## config.mk

```make
export PLATFORM = sky130hd
export DESIGN_NAME = enq_pkt_desc_top
export DESIGN_NICKNAME = d
export VERILOG_FILES = /design/src/meta_package.sv /design/src/enq_desc_builder.sv /design/src/enq_desc_dispatch.sv /design/src/enq_pkt_desc_top.sv /design/src/sfifo_enq_pkt_desc.sv /design/src/sfifo_ram_enq_pkt_desc.sv /design/src/sfifo_ram_pf_enq_pkt_desc.sv
export SDC_FILE = /design/constraint.sdc
export NUM_CORES = 1
export LEC_CHECK = 0
export BUFFER_PORTS_ARGS = -buffer_cell sky130_fd_sc_hd__buf_4
export CAP_MARGIN = 10
export CORE_MARGIN = 2
export CORE_UTILIZATION = 60
export CTS_BUF_LIST = sky130_fd_sc_hd__clkbuf_4 sky130_fd_sc_hd__clkbuf_8
export CTS_CLUSTER_DIAMETER = 150
export DETAILED_ROUTE_END_ITERATION = 8
export GPL_TIMING_DRIVEN = 0
export HOLD_SLACK_MARGIN = 0.06
export PLACE_DENSITY_LB_ADDON = 0.3
export SYNTH_ARGS = -nofsm -noshare
export SYNTH_HDL_FRONTEND = slang
export SYNTH_SLANG_ARGS = --single-unit
```

## constraint.sdc

```tcl
create_clock -name clk -period 9.06 [get_ports clk]
set_input_delay 0.906 -clock clk [delete_from_list [all_inputs] [get_ports clk]]
set_output_delay 0.906 -clock clk [all_outputs]
set_load 0.05 [all_outputs]
```

## src/meta_package.sv

```systemverilog
// ==========================================================
// shared types and sizes of the enqueue descriptor path.
// lengths saturate at MAX_PKT_LEN, queue totals wrap silently.
// ==========================================================

package meta_package;

	// queue id width and queue count.
	localparam int QID_NBITS = 2;
	localparam int NUM_QUEUES = 4;

	// packet length in bytes.
	localparam int LEN_NBITS = 14;
	localparam logic [LEN_NBITS-1:0] MAX_PKT_LEN = 14'd9600;

	// bytes carried by one full data word.
	localparam logic [3:0] WORD_BYTES = 4'd8;

	// buffer pointer width.
	localparam int PTR_NBITS = 12;

	// ram fifo address width at the top level, 16 entries.
	localparam int FIFO_DEPTH_NBITS = 4;

	// width of one per-queue byte total.
	localparam int TOTAL_NBITS = 24;

	// one packet descriptor, 29 bits.
	typedef struct packed {
		logic [QID_NBITS-1:0] qid;
		logic [LEN_NBITS-1:0] len;
		logic [PTR_NBITS-1:0] buf_ptr;
		logic err;
	} enq_pkt_desc_type;

	// byte totals, index is the queue id.
	typedef logic [NUM_QUEUES-1:0][TOTAL_NBITS-1:0] q_total_type;

	// builder fsm states.
	typedef enum logic {
		IDLE,
		IN_PKT
	} builder_state_type;

endpackage

```

## src/enq_desc_builder.sv

```systemverilog
// ==========================================================
// builds one descriptor per packet, written a cycle after eop.
// a packet seen while full is dropped and counted.
// words above WORD_BYTES bytes are counted as WORD_BYTES.
// ==========================================================

`timescale 1ns/1ps

module enq_desc_builder (
	input  logic clk,
	input  logic rst_n,
	input  logic pkt_word,
	input  logic sop,
	input  logic eop,
	input  logic [3:0] word_bytes,
	input  logic [1:0] qid,
	input  logic full,
	output meta_package::enq_pkt_desc_type din,
	output logic wr,
	output logic [15:0] drop_count
);

	import meta_package::*;

	builder_state_type state;

	// running length of the current packet.
	logic [LEN_NBITS-1:0] len_acc;
	logic len_over;
	logic [QID_NBITS-1:0] pkt_qid;

	logic [3:0] bytes_clamped;
	logic [LEN_NBITS:0] len_sum;
	logic [LEN_NBITS-1:0] len_next;
	logic over_next;
	logic word_take;
	logic capture;

	// descriptor waiting for its write cycle.
	logic pend;
	logic [QID_NBITS-1:0] pend_qid;
	logic [LEN_NBITS-1:0] pend_len;
	logic pend_err;
	logic [PTR_NBITS-1:0] next_ptr;

	assign bytes_clamped = (word_bytes > WORD_BYTES) ? WORD_BYTES : word_bytes;

	// words outside a packet are ignored.
	assign word_take = pkt_word & (sop | (state == IN_PKT));
	assign capture = word_take & eop;

	// a sop restarts the count from zero.
	assign len_sum = (sop ? '0 : {1'b0, len_acc}) +
		{{(LEN_NBITS-3){1'b0}}, bytes_clamped};
	assign over_next = (~sop & len_over) | (len_sum > {1'b0, MAX_PKT_LEN});
	// saturate at the maximum once oversize.
	assign len_next = over_next ? MAX_PKT_LEN : len_sum[LEN_NBITS-1:0];

	// write only when there is room.
	assign wr = pend & ~full;
	assign din = '{qid: pend_qid, len: pend_len, buf_ptr: next_ptr, err: pend_err};

	always_ff @(posedge clk) begin
		if (!rst_n) begin
			state <= IDLE;
			pend <= 1'b0;
			next_ptr <= '0;
			drop_count <= '0;
		end else begin
			if (word_take) begin
				state <= eop ? IDLE : IN_PKT;
			end
			// single-cycle write request.
			pend <= capture;
			// pointer advances on accepted writes only.
			if (wr) begin
				next_ptr <= next_ptr + 1'b1;
			end
			if (pend && full) begin
				drop_count <= drop_count + 1'b1;
			end
		end
	end

	// length accumulation and descriptor capture.
	always_ff @(posedge clk) begin
		if (word_take) begin
			len_acc <= len_next;
			len_over <= over_next;
		end
		if (pkt_word && sop) begin
			pkt_qid <= qid;
		end
		if (capture) begin
			pend_qid <= sop ? qid : pkt_qid;
			pend_len <= len_next;
			pend_err <= over_next;
		end
	end

endmodule

```

## src/enq_desc_dispatch.sv

```systemverilog
// ==========================================================
// pops the fifo head while not held and registers it out.
// desc_valid and the totals update the cycle after rd.
// descriptors with err set do not count toward the totals.
// ==========================================================

`timescale 1ns/1ps

module enq_desc_dispatch (
	input  logic clk,
	input  logic rst_n,
	input  logic deq_hold,
	input  logic empty,
	input  meta_package::enq_pkt_desc_type dout,
	output logic rd,
	output meta_package::enq_pkt_desc_type desc_out,
	output logic desc_valid,
	output meta_package::q_total_type q_total
);

	import meta_package::*;

	logic [TOTAL_NBITS-1:0] len_ext;
	logic add_len;

	// pop whenever a head exists and the outside allows it.
	assign rd = ~deq_hold & ~empty;

	// length widened to the total width.
	assign len_ext = {{(TOTAL_NBITS-LEN_NBITS){1'b0}}, dout.len};
	assign add_len = rd & ~dout.err;

	// valid strobe and per-queue byte totals.
	always_ff @(posedge clk) begin
		if (!rst_n) begin
			desc_valid <= 1'b0;
			q_total <= '0;
		end else begin
			desc_valid <= rd;
			if (add_len) begin
				q_total[dout.qid] <= q_total[dout.qid] + len_ext;
			end
		end
	end

	// output register, loaded on each pop.
	always_ff @(posedge clk) begin
		if (rd) begin
			desc_out <= dout;
		end
	end

endmodule

```

## src/enq_pkt_desc_top.sv

```systemverilog
// ==========================================================
// enqueue descriptor path, builder to fifo to dispatch.
// eop to desc_valid is at least 5 cycles.
// the fifo holds 2**FIFO_DEPTH_NBITS + 2 descriptors.
// ==========================================================

`timescale 1ns/1ps

module enq_pkt_desc_top (
	input  logic clk,
	input  logic rst_n,
	input  logic pkt_word,
	input  logic sop,
	input  logic eop,
	input  logic [3:0] word_bytes,
	input  logic [1:0] qid,
	input  logic deq_hold,
	output meta_package::enq_pkt_desc_type desc_out,
	output logic desc_valid,
	output meta_package::q_total_type q_total,
	output logic [meta_package::FIFO_DEPTH_NBITS:0] fifo_count,
	output logic [15:0] drop_count
);

	import meta_package::*;

	enq_pkt_desc_type fifo_din;
	enq_pkt_desc_type fifo_dout;
	logic fifo_wr;
	logic fifo_rd;
	logic fifo_full;
	logic fifo_empty;

	// packet words to descriptors.
	enq_desc_builder u_enq_desc_builder (
		.clk(clk),
		.rst_n(rst_n),
		.pkt_word(pkt_word),
		.sop(sop),
		.eop(eop),
		.word_bytes(word_bytes),
		.qid(qid),
		.full(fifo_full),
		.din(fifo_din),
		.wr(fifo_wr),
		.drop_count(drop_count)
	);

	// show-ahead descriptor queue.
	sfifo_ram_pf_enq_pkt_desc #(
		.DEPTH_NBITS(FIFO_DEPTH_NBITS)
	) u_sfifo_ram_pf_enq_pkt_desc (
		.clk(clk),
		.rst_n(rst_n),
		.din(fifo_din),
		.rd(fifo_rd),
		.wr(fifo_wr),
		.count(fifo_count),
		.full(fifo_full),
		.empty(fifo_empty),
		.dout(fifo_dout)
	);

	// pop, output register and totals.
	enq_desc_dispatch u_enq_desc_dispatch (
		.clk(clk),
		.rst_n(rst_n),
		.deq_hold(deq_hold),
		.empty(fifo_empty),
		.dout(fifo_dout),
		.rd(fifo_rd),
		.desc_out(desc_out),
		.desc_valid(desc_valid),
		.q_total(q_total)
	);

endmodule

```

## src/sfifo_enq_pkt_desc.sv

```systemverilog
// ==========================================================
// small register fifo of descriptors with a show-ahead head.
// dout is only meaningful while empty is low.
// fullm1 is high when exactly one entry is free.
// ==========================================================

`timescale 1ns/1ps

module sfifo_enq_pkt_desc #(
	parameter int DEPTH_NBITS = 1
) (
	input  logic clk,
	input  logic rst_n,
	input  meta_package::enq_pkt_desc_type din,
	input  logic rd,
	input  logic wr,
	output logic full,
	output logic fullm1,
	output logic empty,
	output meta_package::enq_pkt_desc_type dout
);

	import meta_package::*;

	// entry registers.
	enq_pkt_desc_type mem [2**DEPTH_NBITS];

	logic [DEPTH_NBITS-1:0] wptr;
	logic [DEPTH_NBITS-1:0] rptr;
	logic [DEPTH_NBITS:0] cnt;

	logic wr_en;
	logic rd_en;

	assign wr_en = wr & ~full;
	assign rd_en = rd & ~empty;

	// cnt never exceeds the depth, so its top bit alone flags full.
	assign full = cnt[DEPTH_NBITS];
	// depth minus one is all low bits set with the top bit clear.
	assign fullm1 = ~cnt[DEPTH_NBITS] & (&cnt[DEPTH_NBITS-1:0]);
	assign empty = (cnt == '0);

	// head is visible without a read cycle.
	assign dout = mem[rptr];

	// pointers and occupancy.
	always_ff @(posedge clk) begin
		if (!rst_n) begin
			wptr <= '0;
			rptr <= '0;
			cnt <= '0;
		end else begin
			if (wr_en) begin
				wptr <= wptr + 1'b1;
			end
			if (rd_en) begin
				rptr <= rptr + 1'b1;
			end
			// simultaneous rd and wr leave cnt unchanged.
			if (wr_en && !rd_en) begin
				cnt <= cnt + 1'b1;
			end else if (rd_en && !wr_en) begin
				cnt <= cnt - 1'b1;
			end
		end
	end

	// entry write.
	always_ff @(posedge clk) begin
		if (wr_en) begin
			mem[wptr] <= din;
		end
	end

endmodule

```

## src/sfifo_ram_enq_pkt_desc.sv

```systemverilog
// ==========================================================
// ram fifo of descriptors, 2**DEPTH_NBITS entries.
// dout is registered and valid the cycle after rd.
// rd while empty and wr while full are ignored.
// ==========================================================

`timescale 1ns/1ps

module sfifo_ram_enq_pkt_desc #(
	parameter int DEPTH_NBITS = meta_package::FIFO_DEPTH_NBITS
) (
	input  logic clk,
	input  logic rst_n,
	input  meta_package::enq_pkt_desc_type din,
	input  logic rd,
	input  logic wr,
	output logic full,
	output logic empty,
	output meta_package::enq_pkt_desc_type dout
);

	import meta_package::*;

	// storage array.
	enq_pkt_desc_type mem [2**DEPTH_NBITS];

	// pointers carry one wrap bit above the address.
	logic [DEPTH_NBITS:0] wptr;
	logic [DEPTH_NBITS:0] rptr;

	logic wr_en;
	logic rd_en;

	// guarded strobes.
	assign wr_en = wr & ~full;
	assign rd_en = rd & ~empty;

	// equal pointers mean empty.
	assign empty = (wptr == rptr);

	// same address on opposite wraps means full.
	assign full = (wptr[DEPTH_NBITS] != rptr[DEPTH_NBITS]) &&
		(wptr[DEPTH_NBITS-1:0] == rptr[DEPTH_NBITS-1:0]);

	// pointer update.
	always_ff @(posedge clk) begin
		if (!rst_n) begin
			wptr <= '0;
			rptr <= '0;
		end else begin
			if (wr_en) begin
				wptr <= wptr + 1'b1;
			end
			if (rd_en) begin
				rptr <= rptr + 1'b1;
			end
		end
	end

	// write port.
	always_ff @(posedge clk) begin
		if (wr_en) begin
			mem[wptr[DEPTH_NBITS-1:0]] <= din;
		end
	end

	// registered read port, one cycle of latency.
	always_ff @(posedge clk) begin
		if (rd_en) begin
			dout <= mem[rptr[DEPTH_NBITS-1:0]];
		end
	end

endmodule

```

## src/sfifo_ram_pf_enq_pkt_desc.sv

```systemverilog
// ==========================================================
// show-ahead descriptor fifo, a ram fifo feeding 2 registers.
// holds 2**DEPTH_NBITS + 2 entries, count is total occupancy.
// a write into an empty fifo shows at dout 3 cycles later.
// ==========================================================

`timescale 1ns/1ps

module sfifo_ram_pf_enq_pkt_desc #(
	parameter int DEPTH_NBITS = meta_package::FIFO_DEPTH_NBITS
) (
	input  logic clk,
	input  logic rst_n,
	input  meta_package::enq_pkt_desc_type din,
	input  logic rd,
	input  logic wr,
	output logic [DEPTH_NBITS:0] count,
	output logic full,
	output logic empty,
	output meta_package::enq_pkt_desc_type dout
);

	import meta_package::*;

	logic fifo_rd;
	logic fifo_rd_d1;
	logic fifo_empty;
	enq_pkt_desc_type fifo_dout;

	logic prefetch_fifo_wr;
	logic prefetch_fifo_full;
	logic prefetch_fifo_fullm1;

	// ram data is valid one cycle after the read.
	assign prefetch_fifo_wr = fifo_rd_d1;

	// prefetch unless the register fifo has no room for another entry.
	assign fifo_rd = ~fifo_empty &
		~((prefetch_fifo_wr & prefetch_fifo_fullm1) | prefetch_fifo_full);

	always_ff @(posedge clk) begin
		if (!rst_n) begin
			fifo_rd_d1 <= 1'b0;
			count <= '0;
		end else begin
			fifo_rd_d1 <= fifo_rd;
			// total occupancy over both stages.
			case ({wr, rd})
				2'b10: count <= count + 1'b1;
				2'b01: count <= count - 1'b1;
				default: count <= count;
			endcase
		end
	end

	// bulk storage, its full flag is the fifo full.
	sfifo_ram_enq_pkt_desc #(
		.DEPTH_NBITS(DEPTH_NBITS)
	) u_sfifo_ram_enq_pkt_desc (
		.clk(clk),
		.rst_n(rst_n),
		.din(din),
		.rd(fifo_rd),
		.wr(wr),
		.full(full),
		.empty(fifo_empty),
		.dout(fifo_dout)
	);

	// two-entry head stage.
	sfifo_enq_pkt_desc #(
		.DEPTH_NBITS(1)
	) u_sfifo_enq_pkt_desc (
		.clk(clk),
		.rst_n(rst_n),
		.din(fifo_dout),
		.rd(rd),
		.wr(prefetch_fifo_wr),
		.full(prefetch_fifo_full),
		.fullm1(prefetch_fifo_fullm1),
		.empty(empty),
		.dout(dout)
	);

endmodule
```

==> results by group, run 1 <==
Status
  – Status: completed

CTS
  – Setup bufs post-CTS: 0
  – Root buffer cell: clkbuf_8
  – TritonCTS Buffers: 113
  – Hold Buf Count CTS: 0
  – Clock sinks: 762
  – Clock Path Buffers: 3
  – Worst-skew pair later-pin latency: 0.71 ns
  – TritonCTS clock tree: yes
  – Cts repair resizes: 0
  – Htree depth: 3
  – Clock transition at path regs: ~0.060 ns

Pwr
  – Pwr Density: 240 nW/um2
  – Pleak: 11.9 nW
  – Peak supply drop: 0.000121 V

Critical path
  – WP depth: 16
  – Worst Path Class, Setup: reg2reg
  – Family with the most delay on the worst path: buffers and inverters
  – Critical Path Slowest Stage Cell: buf_1
  – Worst-path fanout max: 10
  – Worst EP required: 9.63 ns
  – CP Capture Type: flop
  – Crit start category: flop
  – Most used cell, CP: buf_2
  – Crit-path max cell delay: between 0.5 and 0.6 ns
  – Reg2Reg Depth: 16
  – Arrival time worst endpoint: 6.24 ns
  – CP cell instances: buf_4, buf_6, mux2i_1, buf_2, buf_2, buf_1, mux4_2, ha_1, fa_1, a21o_1, a221oi_2, o211ai_1, o22ai_1, nor3_1, xnor2_1, a21oi_1
  – Worst Path Buf+Inv: 5

STA
  – Final setup fails: 0
  – Worst-Margin Slew: 1.17 ns
  – Fmax: around 0.18 GHz
  – Hold Fails Final Rpt: 0
  – Final Cycle Share: 62.7%
  – Clock skew: about 0.033 ns
  – Slew Limit Fails: 0
  – RSZ-0062 raised after global routing: no
  – Clock period minus final worst setup slack: 5.68 ns
  – Setup TNS Final: 0 ns
  – Max_slew headroom: 21.7%

Routing
  – Avg Vias per Cell: around 6.3
  – Via Count: around 18000
  – Post-Route WL: around 73 mm
  – First drt pass iteration count: 5
  – Max layer used: met4
  – Antenna-violating nets left: 0
  – # DRC: 0
  – WL/cell: around 25 um
  – Routed met1 length: 28.0 mm
  – Drt first-iter violations: approximately 1800
  – Routed wl met3: 5.70 mm
  – Met2 Wirelength: 36.3 mm

Synth
  – Avg Inst Size Synth: 16.8 um2
  – Share of flip-flops with an asynchronous set or reset: 0%
  – Ranking of synthesized cells by area: edfxtp_1 (61%), mux4_2 (12%), dfxtp_1 (9.8%)
  – Top cell type's share of synthesized area: 60.7%
  – Post-synth top flop: edfxtp_1
  – Sequential area share after synthesis: 70.5%
  – Area leader, netlist: edfxtp_1
  – Synth Register Bits: 762
  – Distinct cells, synth: 65
  – Mapped cell area: between 30000 and 40000 um2
  – EDFF count, synth: just over 600
  – Post-synthesis cell count: 1803
  – Synth top cells by count: edfxtp_1 (614), mux4_2 (168), dfxtp_1 (148)
  – Most common cell in the netlist: edfxtp_1
  – Syn Nets: 1848
  – Synth Warn #: 0

Floorplanning
  – Row Count: 82
  – Chip height: 229 um
  – Die X: 229 um
  – Die ar.: 52400 um2
  – Initial Util: roughly three fifths
  – CORE AREA: 50100 um2
  – I/O Pins: 159

Place
  – Port buffer count: 158
  – Post-detail-place hpwl: roughly 49 mm
  – Dpl cells: 2660
  – GPL Wtd Cong: 0.908

GRT
  – Initial antenna violation count: 1
  – First-pass GRT wire length: 109 mm
  – Vias in the first global route: 18100
  – GRT overflow: 0
  – GRT Total Usage: 27.9%
  – Largest net degree at the start of global routing: 30

Worst hold path
  – Path type of the worst min-delay path: in2reg
  – Hold path cells: 1

Final layout
  – Non-Filler Instances: between 2000 and 3000
  – Layout overhead on the synthesized area: 16.2%
  – Fin nets: 2148
  – Share of layout cells above drive strength 1: 28.7%

Flow run
  – Max Cap Violations: 0
[final timing paths]
| path | slack (ns) | endpoint | start |
|---|---|---|---|
| setup / recovery | 3.38 | u_enq_desc_dispatch.q_total[92] | flop |
| hold reg to reg | 0.44 | flop | flop |
| hold / removal | 0.39 | u_enq_desc_builder.pkt_qid[0] | qid[0] |
| setup reg to reg | 3.38 | u_enq_desc_dispatch.q_total[92] | flop |
[layout make-up]
cell class              count  area, um2
inverters                  25       93.8
clock inverters            37        209
well taps                 672        841
multi-input cells         923       8610
flip-flops and latches    762      21400
plain buffers              93        378
diodes                      1       2.50
repair buffers            185       1630
fillers                  3101      14800
clock buffers             173       2100
[sequential cells by signal, indices dropped and copies added (netlist names), 5 cells and up, named ones only]
name and flops:
u_enq_desc_dispatch.desc_out 29, u_enq_desc_builder.pend_len 14, u_sfifo_ram_pf_enq_pkt_desc.u_sfifo_ram_enq_pkt_desc.wptr 5, u_sfifo_ram_pf_enq_pkt_desc.u_sfifo_ram_enq_pkt_desc.dout 29
u_sfifo_ram_pf_enq_pkt_desc.u_sfifo_ram_enq_pkt_desc.mem 464, u_enq_desc_dispatch.q_total 96, u_enq_desc_builder.len_acc 14, u_sfifo_ram_pf_enq_pkt_desc.u_sfifo_ram_enq_pkt_desc.rptr 5
u_sfifo_ram_pf_enq_pkt_desc.u_sfifo_enq_pkt_desc.mem 58, u_sfifo_ram_pf_enq_pkt_desc.count 5, u_enq_desc_builder.next_ptr 12, u_enq_desc_builder.drop_count 16
[where the power goes]
part	total [mW]	switching (mW)	leakage, nW	internal, mW
clock	2.77	1.27	1.23	1.50
sequential	4.11	0.116	6.81	3.99
combinational	1.59	0.961	3.82	0.633
[routing by layer]
layer | vias to the layer above | global-route usage, %
li1 | 7665 | -
met4 | 0 | 12.4
met2 | 984 | 45.9
met5 | - | 0
met3 | 193 | 4.59
met1 | 9128 | 37.2
[placed cells by master, fill, tap and decap left out, types with 5 or more instances in the layout]
master / synthesis / routed
a211oi_1: 14 / 14
a21o_1: 9 / 9
a21oi_1: 106 / 106
and2_1: 11 / 10
and3_1: 10 / 10
buf_1: 15 / 15
buf_12: 0 / 12
buf_2: 14 / 14
buf_4: 1 / 159
buf_6: 1 / 9
buf_8: 0 / 6
clkbuf_1: 62 / 62
clkbuf_4: 0 / 45
clkbuf_8: 0 / 128
clkinv_1: 0 / 18
clkinv_2: 0 / 13
dfxtp_1: 148 / 148
edfxtp_1: 614 / 614
ha_1: 30 / 30
inv_1: 20 / 20
inv_2: 5 / 5
mux2_2: 30 / 30
mux2i_1: 17 / 17
mux4_2: 168 / 168
nand2_1: 101 / 101
nand2b_1: 8 / 8
nand3_1: 33 / 33
nand4_1: 15 / 15
nor2_1: 126 / 114
nor2_4: 0 / 12
nor2b_1: 18 / 17
nor3_1: 18 / 14
nor3_2: 1 / 5
o211ai_1: 8 / 8
o21ai_0: 60 / 60
or3_1: 9 / 9
xnor2_1: 27 / 27
xor2_1: 42 / 42
[logic make-up (layout without fill, tap and decap cells)]
| group | count (synthesis) | after routing | synth area share (%) |
|---|---|---|---|
| AOI/OAI and AO/OA | 228 | 228 | 4.38 |
| xor gates and xnor gates | 69 | 69 | 1.99 |
| adders and majority gates | 33 | 33 | 1.43 |
| buffers and inverters | 118 | 513 | 1.55 |
| DFF | 762 | 762 | 70.5 |
| muxes | 216 | 216 | 14.2 |
| other | 0 | 1 | 0 |
| and+or+nand+nor | 377 | 377 | 5.93 |
[through the flow]
step	util, %	setup WS, ns	hold WS, ns	power [mW]	cell area, um2
floorplan	-	4.74	0.421	5.26	30400
global placement	64.7	2.16	0.423	5.70	32400
detailed placement	65.8	3.53	0.430	5.77	33000
CTS	70.4	3.50	0.340	8.51	35300
global route	70.4	3.14	0.366	8.77	35300
finish	70.4	3.38	0.390	8.47	35300
No activity file was read; power rests on OpenSTA's default activity.
==> run 2: changes to the inputs <==
- clock period: 9.06 -> 5.5 ns (I/O delays scaled with it)
==> run 2 against run 1 <==
  * Global-route usage barely moved
  * Die area is the same
  * Wire length is essentially flat
  * Hold slack got worse by 0.15 ns
  * Total power increased by 65%
  * Final cell count about the same
  * Count of clock-buffer cells in the layout unchanged
  * Cell area is 0.11% higher
  * Register-to-register slack worse by 3.0 ns
  * Via count decreased by 0.23%
==> results by group, run 2 (synthesized netlist as in run 1, its figures left out) <==
GRT
  – Largest net degree at the start of global routing: 30 (unchanged)
  – GRT Total Usage: 27.9% (-0.031 points)
  – GRT overflow: 0 (unchanged)
  – Vias in the first global route: 18100 (-0.044%)
  – Initial antenna violation count: 1 (unchanged)
  – First-pass GRT wire length: 109 mm (-0.10%)

Critical path
  – Arrival time worst endpoint: 5.73 ns (-0.51 ns)
  – Worst Path Class, Setup: reg2reg
  – Worst EP required: 6.07 ns (-3.56 ns)
  – Reg2Reg Setup Slack: 0.33 ns (-3.05 ns)
  – Crit start category: flop
  – CP Capture Type: flop
  – Worst-path fanout max: 10 (unchanged)

Final layout
  – Regs by FF count: u_sfifo_ram_pf_enq_pkt_desc.u_sfifo_ram_enq_pkt_desc.mem x464, u_enq_desc_dispatch.q_total x96, u_sfifo_ram_pf_enq_pkt_desc.u_sfifo_enq_pkt_desc.mem x58
  – Fin nets: 2150 (+0.093%)
  – Non-Filler Instances: 2873 (+0.070%)
  – Fillcell total: 3090 (-0.35%)
  – Most frequent cells in the layout: edfxtp_1 (614), mux4_2 (168), buf_4 (159)
  – Layout overhead on the synthesized area: 16.3%
  – Most flops, register: u_sfifo_ram_pf_enq_pkt_desc.u_sfifo_ram_enq_pkt_desc.mem
  – Number of flip-flops in the largest register: 464 (unchanged)
  – Most common cell after layout, fill and taps aside: edfxtp_1
  – Share of layout cells above drive strength 1: 28.7% (+0.065 points)

STA
  – Clock period minus final worst setup slack: 5.17 ns (-0.511 ns)
  – Final setup fails: 0 (unchanged)
  – Worst-Margin Slew: 1.19 ns (+0.0184 ns)
  – RSZ-0062 raised after global routing: no
  – Fmax: 0.194 GHz (+9.9%)
  – Slew Limit Fails: 0 (unchanged)
  – Hold_ws: 0.236 ns (-0.154 ns)
  – Max_slew headroom: 20.4% (-1.2 points)
  – Hold Fails Final Rpt: 0 (unchanged)
  – Final Cycle Share: 93.9% (+31 points)
  – Clock skew: 0.0316 ns (-0.00130 ns)
  – Setup TNS Final: 0 ns (unchanged)

Place
  – Dpl cells: 2660 (unchanged)
  – Post-detail-place hpwl: 49.2 mm (unchanged)
  – GPL Wtd Cong: 0.908 (unchanged)
  – Port buffer count: 158 (unchanged)

Routing
  – WL/cell: 25.3 um (about the same)
  – Antenna-violating nets left: 0 (unchanged)
  – # DRC: 0 (unchanged)
  – Post-Route WL: 72.8 mm (about the same)
  – First drt pass iteration count: 7 (+2)
  – Avg Vias per Cell: 6.24 (-0.30%)
  – Via Count: 17900 (-0.23%)
  – Drt first-iter violations: 1860 (+0.59%)

CTS
  – Clock Path Buffers: 3 (unchanged)
  – TritonCTS Buffers: 113 (unchanged)
  – Htree depth: 3 (unchanged)
  – Root buffer cell: clkbuf_8
  – Worst-skew pair later-pin latency: 0.71 ns (about the same)
  – Clock sinks: 762 (unchanged)
  – TritonCTS clock tree: yes
  – Clock transition at path regs: 0.06 ns (about the same)

Floorplanning
  – Initial Util: 60.6% (unchanged)
  – Die ar.: 52400 um2 (unchanged)
  – Chip height: 229 um (unchanged)
  – I/O Pins: 159 (unchanged)
  – Die X: 229 um (unchanged)
  – Row Count: 82 (unchanged)
  – CORE AREA: 50100 um2 (unchanged)

Pwr
  – Peak supply drop: 0.000200 V (+65%)
  – Pleak: 11.9 nW (+0.23%)
  – Pwr Density: 395 nW/um2 (+64%)

Status
  – Status: completed

Worst hold path
  – Min-delay src: pkt_word
  – Path type of the worst min-delay path: in2reg

Flow run
  – Max Cap Violations: 0 (unchanged)
run 2: changes by cell type in the layout (fill, tap and decap cells not counted), sizes merged:
cell	change
dlygate4sd3	+3
buf	-1
run 2: cell type report:
class	count	area [um2]	area share, %
timing repair buffer	188	1660	4.71
buffer	92	374	1.06
multi-input combinational	923	8620	24.4
tap	672	841	2.38
antenna	1	2.50	0.00709
clock buffer	173	2100	5.95
inverter	25	93.8	0.266
clock inverter	37	209	0.592
sequential	762	21400	60.6
run 2: routing by layer:
metal,wire [um],vias up,track usage [%]
met5,0,-,0
li1,-,7669,-
met3,5560,189,4.48
met2,36300,988,45.9
met4,2810,0,12.6
met1,28100,9082,37.2
run 2: repair_timing:
item | in CTS | in global routing
cloned | 0 | 0
hold endpoints to repair | 3 | 0
gates resized for setup | 0 | 2
endpoints found under the setup margin | 12 | 17
hold buffers | 3 | 0
buffers inserted | 0 | 0
pin swaps | 0 | 0
run 2: worst max-delay path, stage by stage, from the launching register on:
cell and delay (ns):
dfxtp_1 0.31, buf_4 0.17, mux2i_4 0.32, buf_2 0.34
buf_2 0.42, buf_2 0.43, mux4_2 0.57, ha_1 0.23
fa_1 0.43, a21o_1 0.23, a221oi_2 0.35, o211ai_1 0.25
o22ai_2 0.35, nor3_1 0.15, xnor2_1 0.35, a21oi_1 0.12
run 2: worst paths after layout:
| check | end | depth (start not counted) |
|---|---|---|
| worst max register to register | u_enq_desc_dispatch.q_total[68] | 15 |
| worst min-delay path | u_enq_desc_builder.pkt_qid[0] | 2 |
| worst max-delay path | u_enq_desc_dispatch.q_total[68] | 15 |
| worst min register to register | flop | 0 |
run 2: metrics by stage:
stage                     worst slack (ns)  power [mW]  utilization [%]  instance area (um2)
after floorplan                       1.18        8.66                -                30400
after global placement               -1.40        9.39             64.7                32400
after detailed placement           -0.0319        9.51             65.8                33000
after CTS                            0.159        14.0             70.5                35300
after global routing               0.00412        14.4             70.5                35300
final                                0.334        14.0             70.5                35300
run 2: where the power goes:
part	total (mW)	leakage [nW]	switching [mW]	internal, mW
clock	4.56	1.23	2.08	2.48
sequential	6.77	6.81	0.190	6.58
combinational	2.62	3.85	1.58	1.04
total	14.0	11.9	3.85	10.1
==> run 3: changes to the inputs <==
- CORE_ASPECT_RATIO: unset -> 1.1
==> run 3 against run 2 <==
  * Global-route usage up 1.1 points
  * Final cell count down 0.49%
  * Hold slack worse by 0.041 ns
  * Utilization up 0.31 points
  * Non-clock buffer count up 3
  * Clock power up 4.8%
  * Sequential share of layout area down 0.22 points
  * Sequential cell count unchanged
  * Via count up 0.44%
  * Critical endpoint is now u_enq_desc_dispatch.q_total[94]
  * Total power up 1.7%
==> results by group, run 3 (synthesized netlist as in run 1, its figures left out) <==
Final layout
  – Layout overhead on the synthesized area: 16.7%
  – Number of flip-flops in the largest register: 464 (unchanged)
  – Final core occ: 70.8% (+0.31 points)
  – Most flops, register: u_sfifo_ram_pf_enq_pkt_desc.u_sfifo_ram_enq_pkt_desc.mem
  – Share of layout cells above drive strength 1: 29.0% (+0.25 points)
  – Fin nets: 2149 (-0.047%)
  – Regs by FF count: u_sfifo_ram_pf_enq_pkt_desc.u_sfifo_ram_enq_pkt_desc.mem x464, u_enq_desc_dispatch.q_total x96, u_sfifo_ram_pf_enq_pkt_desc.u_sfifo_enq_pkt_desc.mem x58
  – Most frequent cells in the layout: edfxtp_1 (614), mux4_2 (168), buf_4 (159)
  – Most common cell after layout, fill and taps aside: edfxtp_1

Floorplanning
  – Row Count: 86 (+4.9%)
  – I/O Pins: 159 (unchanged)
  – Initial Util: 60.7% (about the same)
  – Die X: 218 um (-4.6%)
  – Die ar.: 52400 um2 (about the same)
  – CORE AREA: 50000 um2 (about the same)
  – Chip height: 240 um (+4.8%)

Pwr
  – Total power: 14.2 mW (+1.7%)
  – Flop pwr share: 47.6% (-0.9 points)
  – Int Power: 10.3 mW (+2.0%)
  – Pleak: 11.9 nW (+0.55%)
  – Clock network power share: 33.7% (+1.0 points)
  – Peak supply drop: 0.000202 V (+1.2%)
  – Power share of the combinational group: 18.7% (about the same)
  – Net Sw Frac: 27.4% (-0.22 points)
  – Net Switching: 3.89 mW (+0.91%)
  – Pwr Density: 400 nW/um2 (+1.3%)

CTS
  – TritonCTS clock tree: yes
  – Htree depth: 3 (unchanged)
  – Root buffer cell: clkbuf_8
  – Clock Path Buffers: 3 (unchanged)
  – Clock sinks: 762 (unchanged)
  – Clock transition at path regs: 0.07 ns (about the same)
  – Worst-skew pair later-pin latency: 0.72 ns (about the same)
  – Setup bufs post-CTS: 0 (unchanged)
  – TritonCTS Buffers: 109 (-3.5%)

Status
  – Status: completed

Routing
  – Antenna-violating nets left: 0 (unchanged)
  – Post-Route WL: 75.0 mm (+3.0%)
  – Via Count: 18000 (+0.44%)
  – Avg Vias per Cell: 6.30 (+0.93%)
  – Drt first-iter violations: 2027 (+9.0%)
  – # DRC: 0 (unchanged)
  – WL/cell: 26.2 um (+3.5%)
  – First drt pass iteration count: 7 (unchanged)

Critical path
  – Crit start category: flop
  – Reg2Reg Depth: 15 (unchanged)
  – Worst EP required: 6.06 ns (about the same)
  – Worst-path fanout max: 10 (unchanged)
  – Arrival time worst endpoint: 5.76 ns (+0.03 ns)
  – Worst Path Class, Setup: reg2reg
  – CP Capture Type: flop

STA
  – RSZ-0062 raised after global routing: no
  – Final Cycle Share: 94.5% (+0.53 points)
  – Worst-Margin Slew: 1.22 ns (+0.0243 ns)
  – Max_slew headroom: 18.8% (-1.6 points)
  – Clock skew: 0.0413 ns (+0.00962 ns)
  – Hold Fails Final Rpt: 0 (unchanged)
  – Slew Limit Fails: 0 (unchanged)
  – Final setup fails: 0 (unchanged)
  – Clock period minus final worst setup slack: 5.19 ns (+0.0291 ns)
  – Setup TNS Final: 0 ns (unchanged)
  – Fmax: 0.192 GHz (-0.56%)

GRT
  – GRT overflow: 0 (unchanged)
  – First-pass GRT wire length: 111 mm (+1.3%)
  – Initial antenna violation count: 2 (+1)
  – Vias in the first global route: 18200 (+0.35%)
  – GRT Total Usage: 29.0% (+1.1 points)
  – Largest net degree at the start of global routing: 30 (unchanged)

Place
  – Port buffer count: 158 (unchanged)
  – Post-detail-place hpwl: 50.0 mm (+1.7%)
  – GPL Wtd Cong: 0.923 (+1.6%)

Flow run
  – Max Cap Violations: 0 (unchanged)

Worst hold path
  – Hold path cells: 2 (unchanged)
  – Path type of the worst min-delay path: in2reg
[run 3: cell count changes in the layout (fill, tap and decap cells not counted), moves of 2 or more]
cell,delta
buf_12,-5
buf_16,+6
buf_6,+8
buf_8,-5
bufinv_16,+6
clkbuf_4,+3
clkbuf_8,-7
clkinv_1,-7
clkinvlp_4,+2
[run 3: worst max-delay path, stage by stage (launching register included)]
cell and delay, ns:
dfxtp_1 0.31, buf_4 0.16, mux2i_4 0.29, buf_2 0.34
buf_2 0.43, clkbuf_4 0.39, mux4_2 0.54, ha_1 0.23
fa_1 0.42, a21o_1 0.24, a221oi_2 0.38, o211ai_1 0.26
o22ai_2 0.42, nand4b_1 0.20, xor2_1 0.30, a21oi_1 0.11
[run 3: final timing paths]
path / startpoint / endpoint / slack, ns
max: flop / u_enq_desc_dispatch.q_total[94] / 0.31
min: eop / u_enq_desc_builder.pend / 0.20
max reg2reg: flop / u_enq_desc_dispatch.q_total[94] / 0.31
min reg2reg: flop / flop / 0.43
[run 3: repair_timing]
| action | 4_1_cts | 5_1_grt |
|---|---|---|
| endpoints found under the setup margin | 16 | 16 |
| hold buffers | 2 | 0 |
| gates resized for setup | 0 | 2 |
| hold endpoints to repair | 2 | 0 |
[run 3: area by class of cell]
| type | count | area [um2] |
|---|---|---|
| Tap cell | 660 | 826 |
| Sequential cell | 762 | 21400 |
| Multi-Input combinational cell | 923 | 8620 |
| Buffer | 92 | 377 |
| Inverter | 25 | 93.8 |
| Antenna cell | 1 | 2.50 |
| Fill cell | 3066 | 14600 |
| Clock buffer | 168 | 2020 |
| Clock inverter | 37 | 368 |
| Timing Repair Buffer | 191 | 1730 |
[run 3: power by group through the flow]
stage	Sequential (mW)	Combinational [mW]	Clock, mW
2_1_floorplan	7.14	1.53	0
3_3_place_gp	6.86	2.53	0
3_5_place_dp	6.87	2.65	0
4_1_cts	6.75	2.67	4.83
5_1_grt	6.78	2.82	5.07
6_report	6.76	2.66	4.78
[run 3: through the flow]
stage / instance area [um2] / hold WS, ns / setup slack, ns / instances
after CTS: 35400 / 0.152 / 0.0329 / 2858
after global routing: 35400 / 0.181 / 0.0640 / 2858
final: 35400 / 0.195 / 0.305 / 2859
after global placement: 32400 / 0.423 / -1.79 / 2621
after detailed placement: 33000 / 0.431 / -0.0787 / 2652
after floorplan: 30400 / 0.421 / 1.18 / 1803
[run 3: routing by layer]
metal / share of wire [%] / track usage, % / vias to the layer above
li1: - / - / 7668
met1: 37 / 37.7 / 9091
met2: 50 / 48.5 / 1050
met3: 9.0 / 5.11 / 194
met4: 3.7 / 12.6 / 4
met5: 0.037 / 0 / -
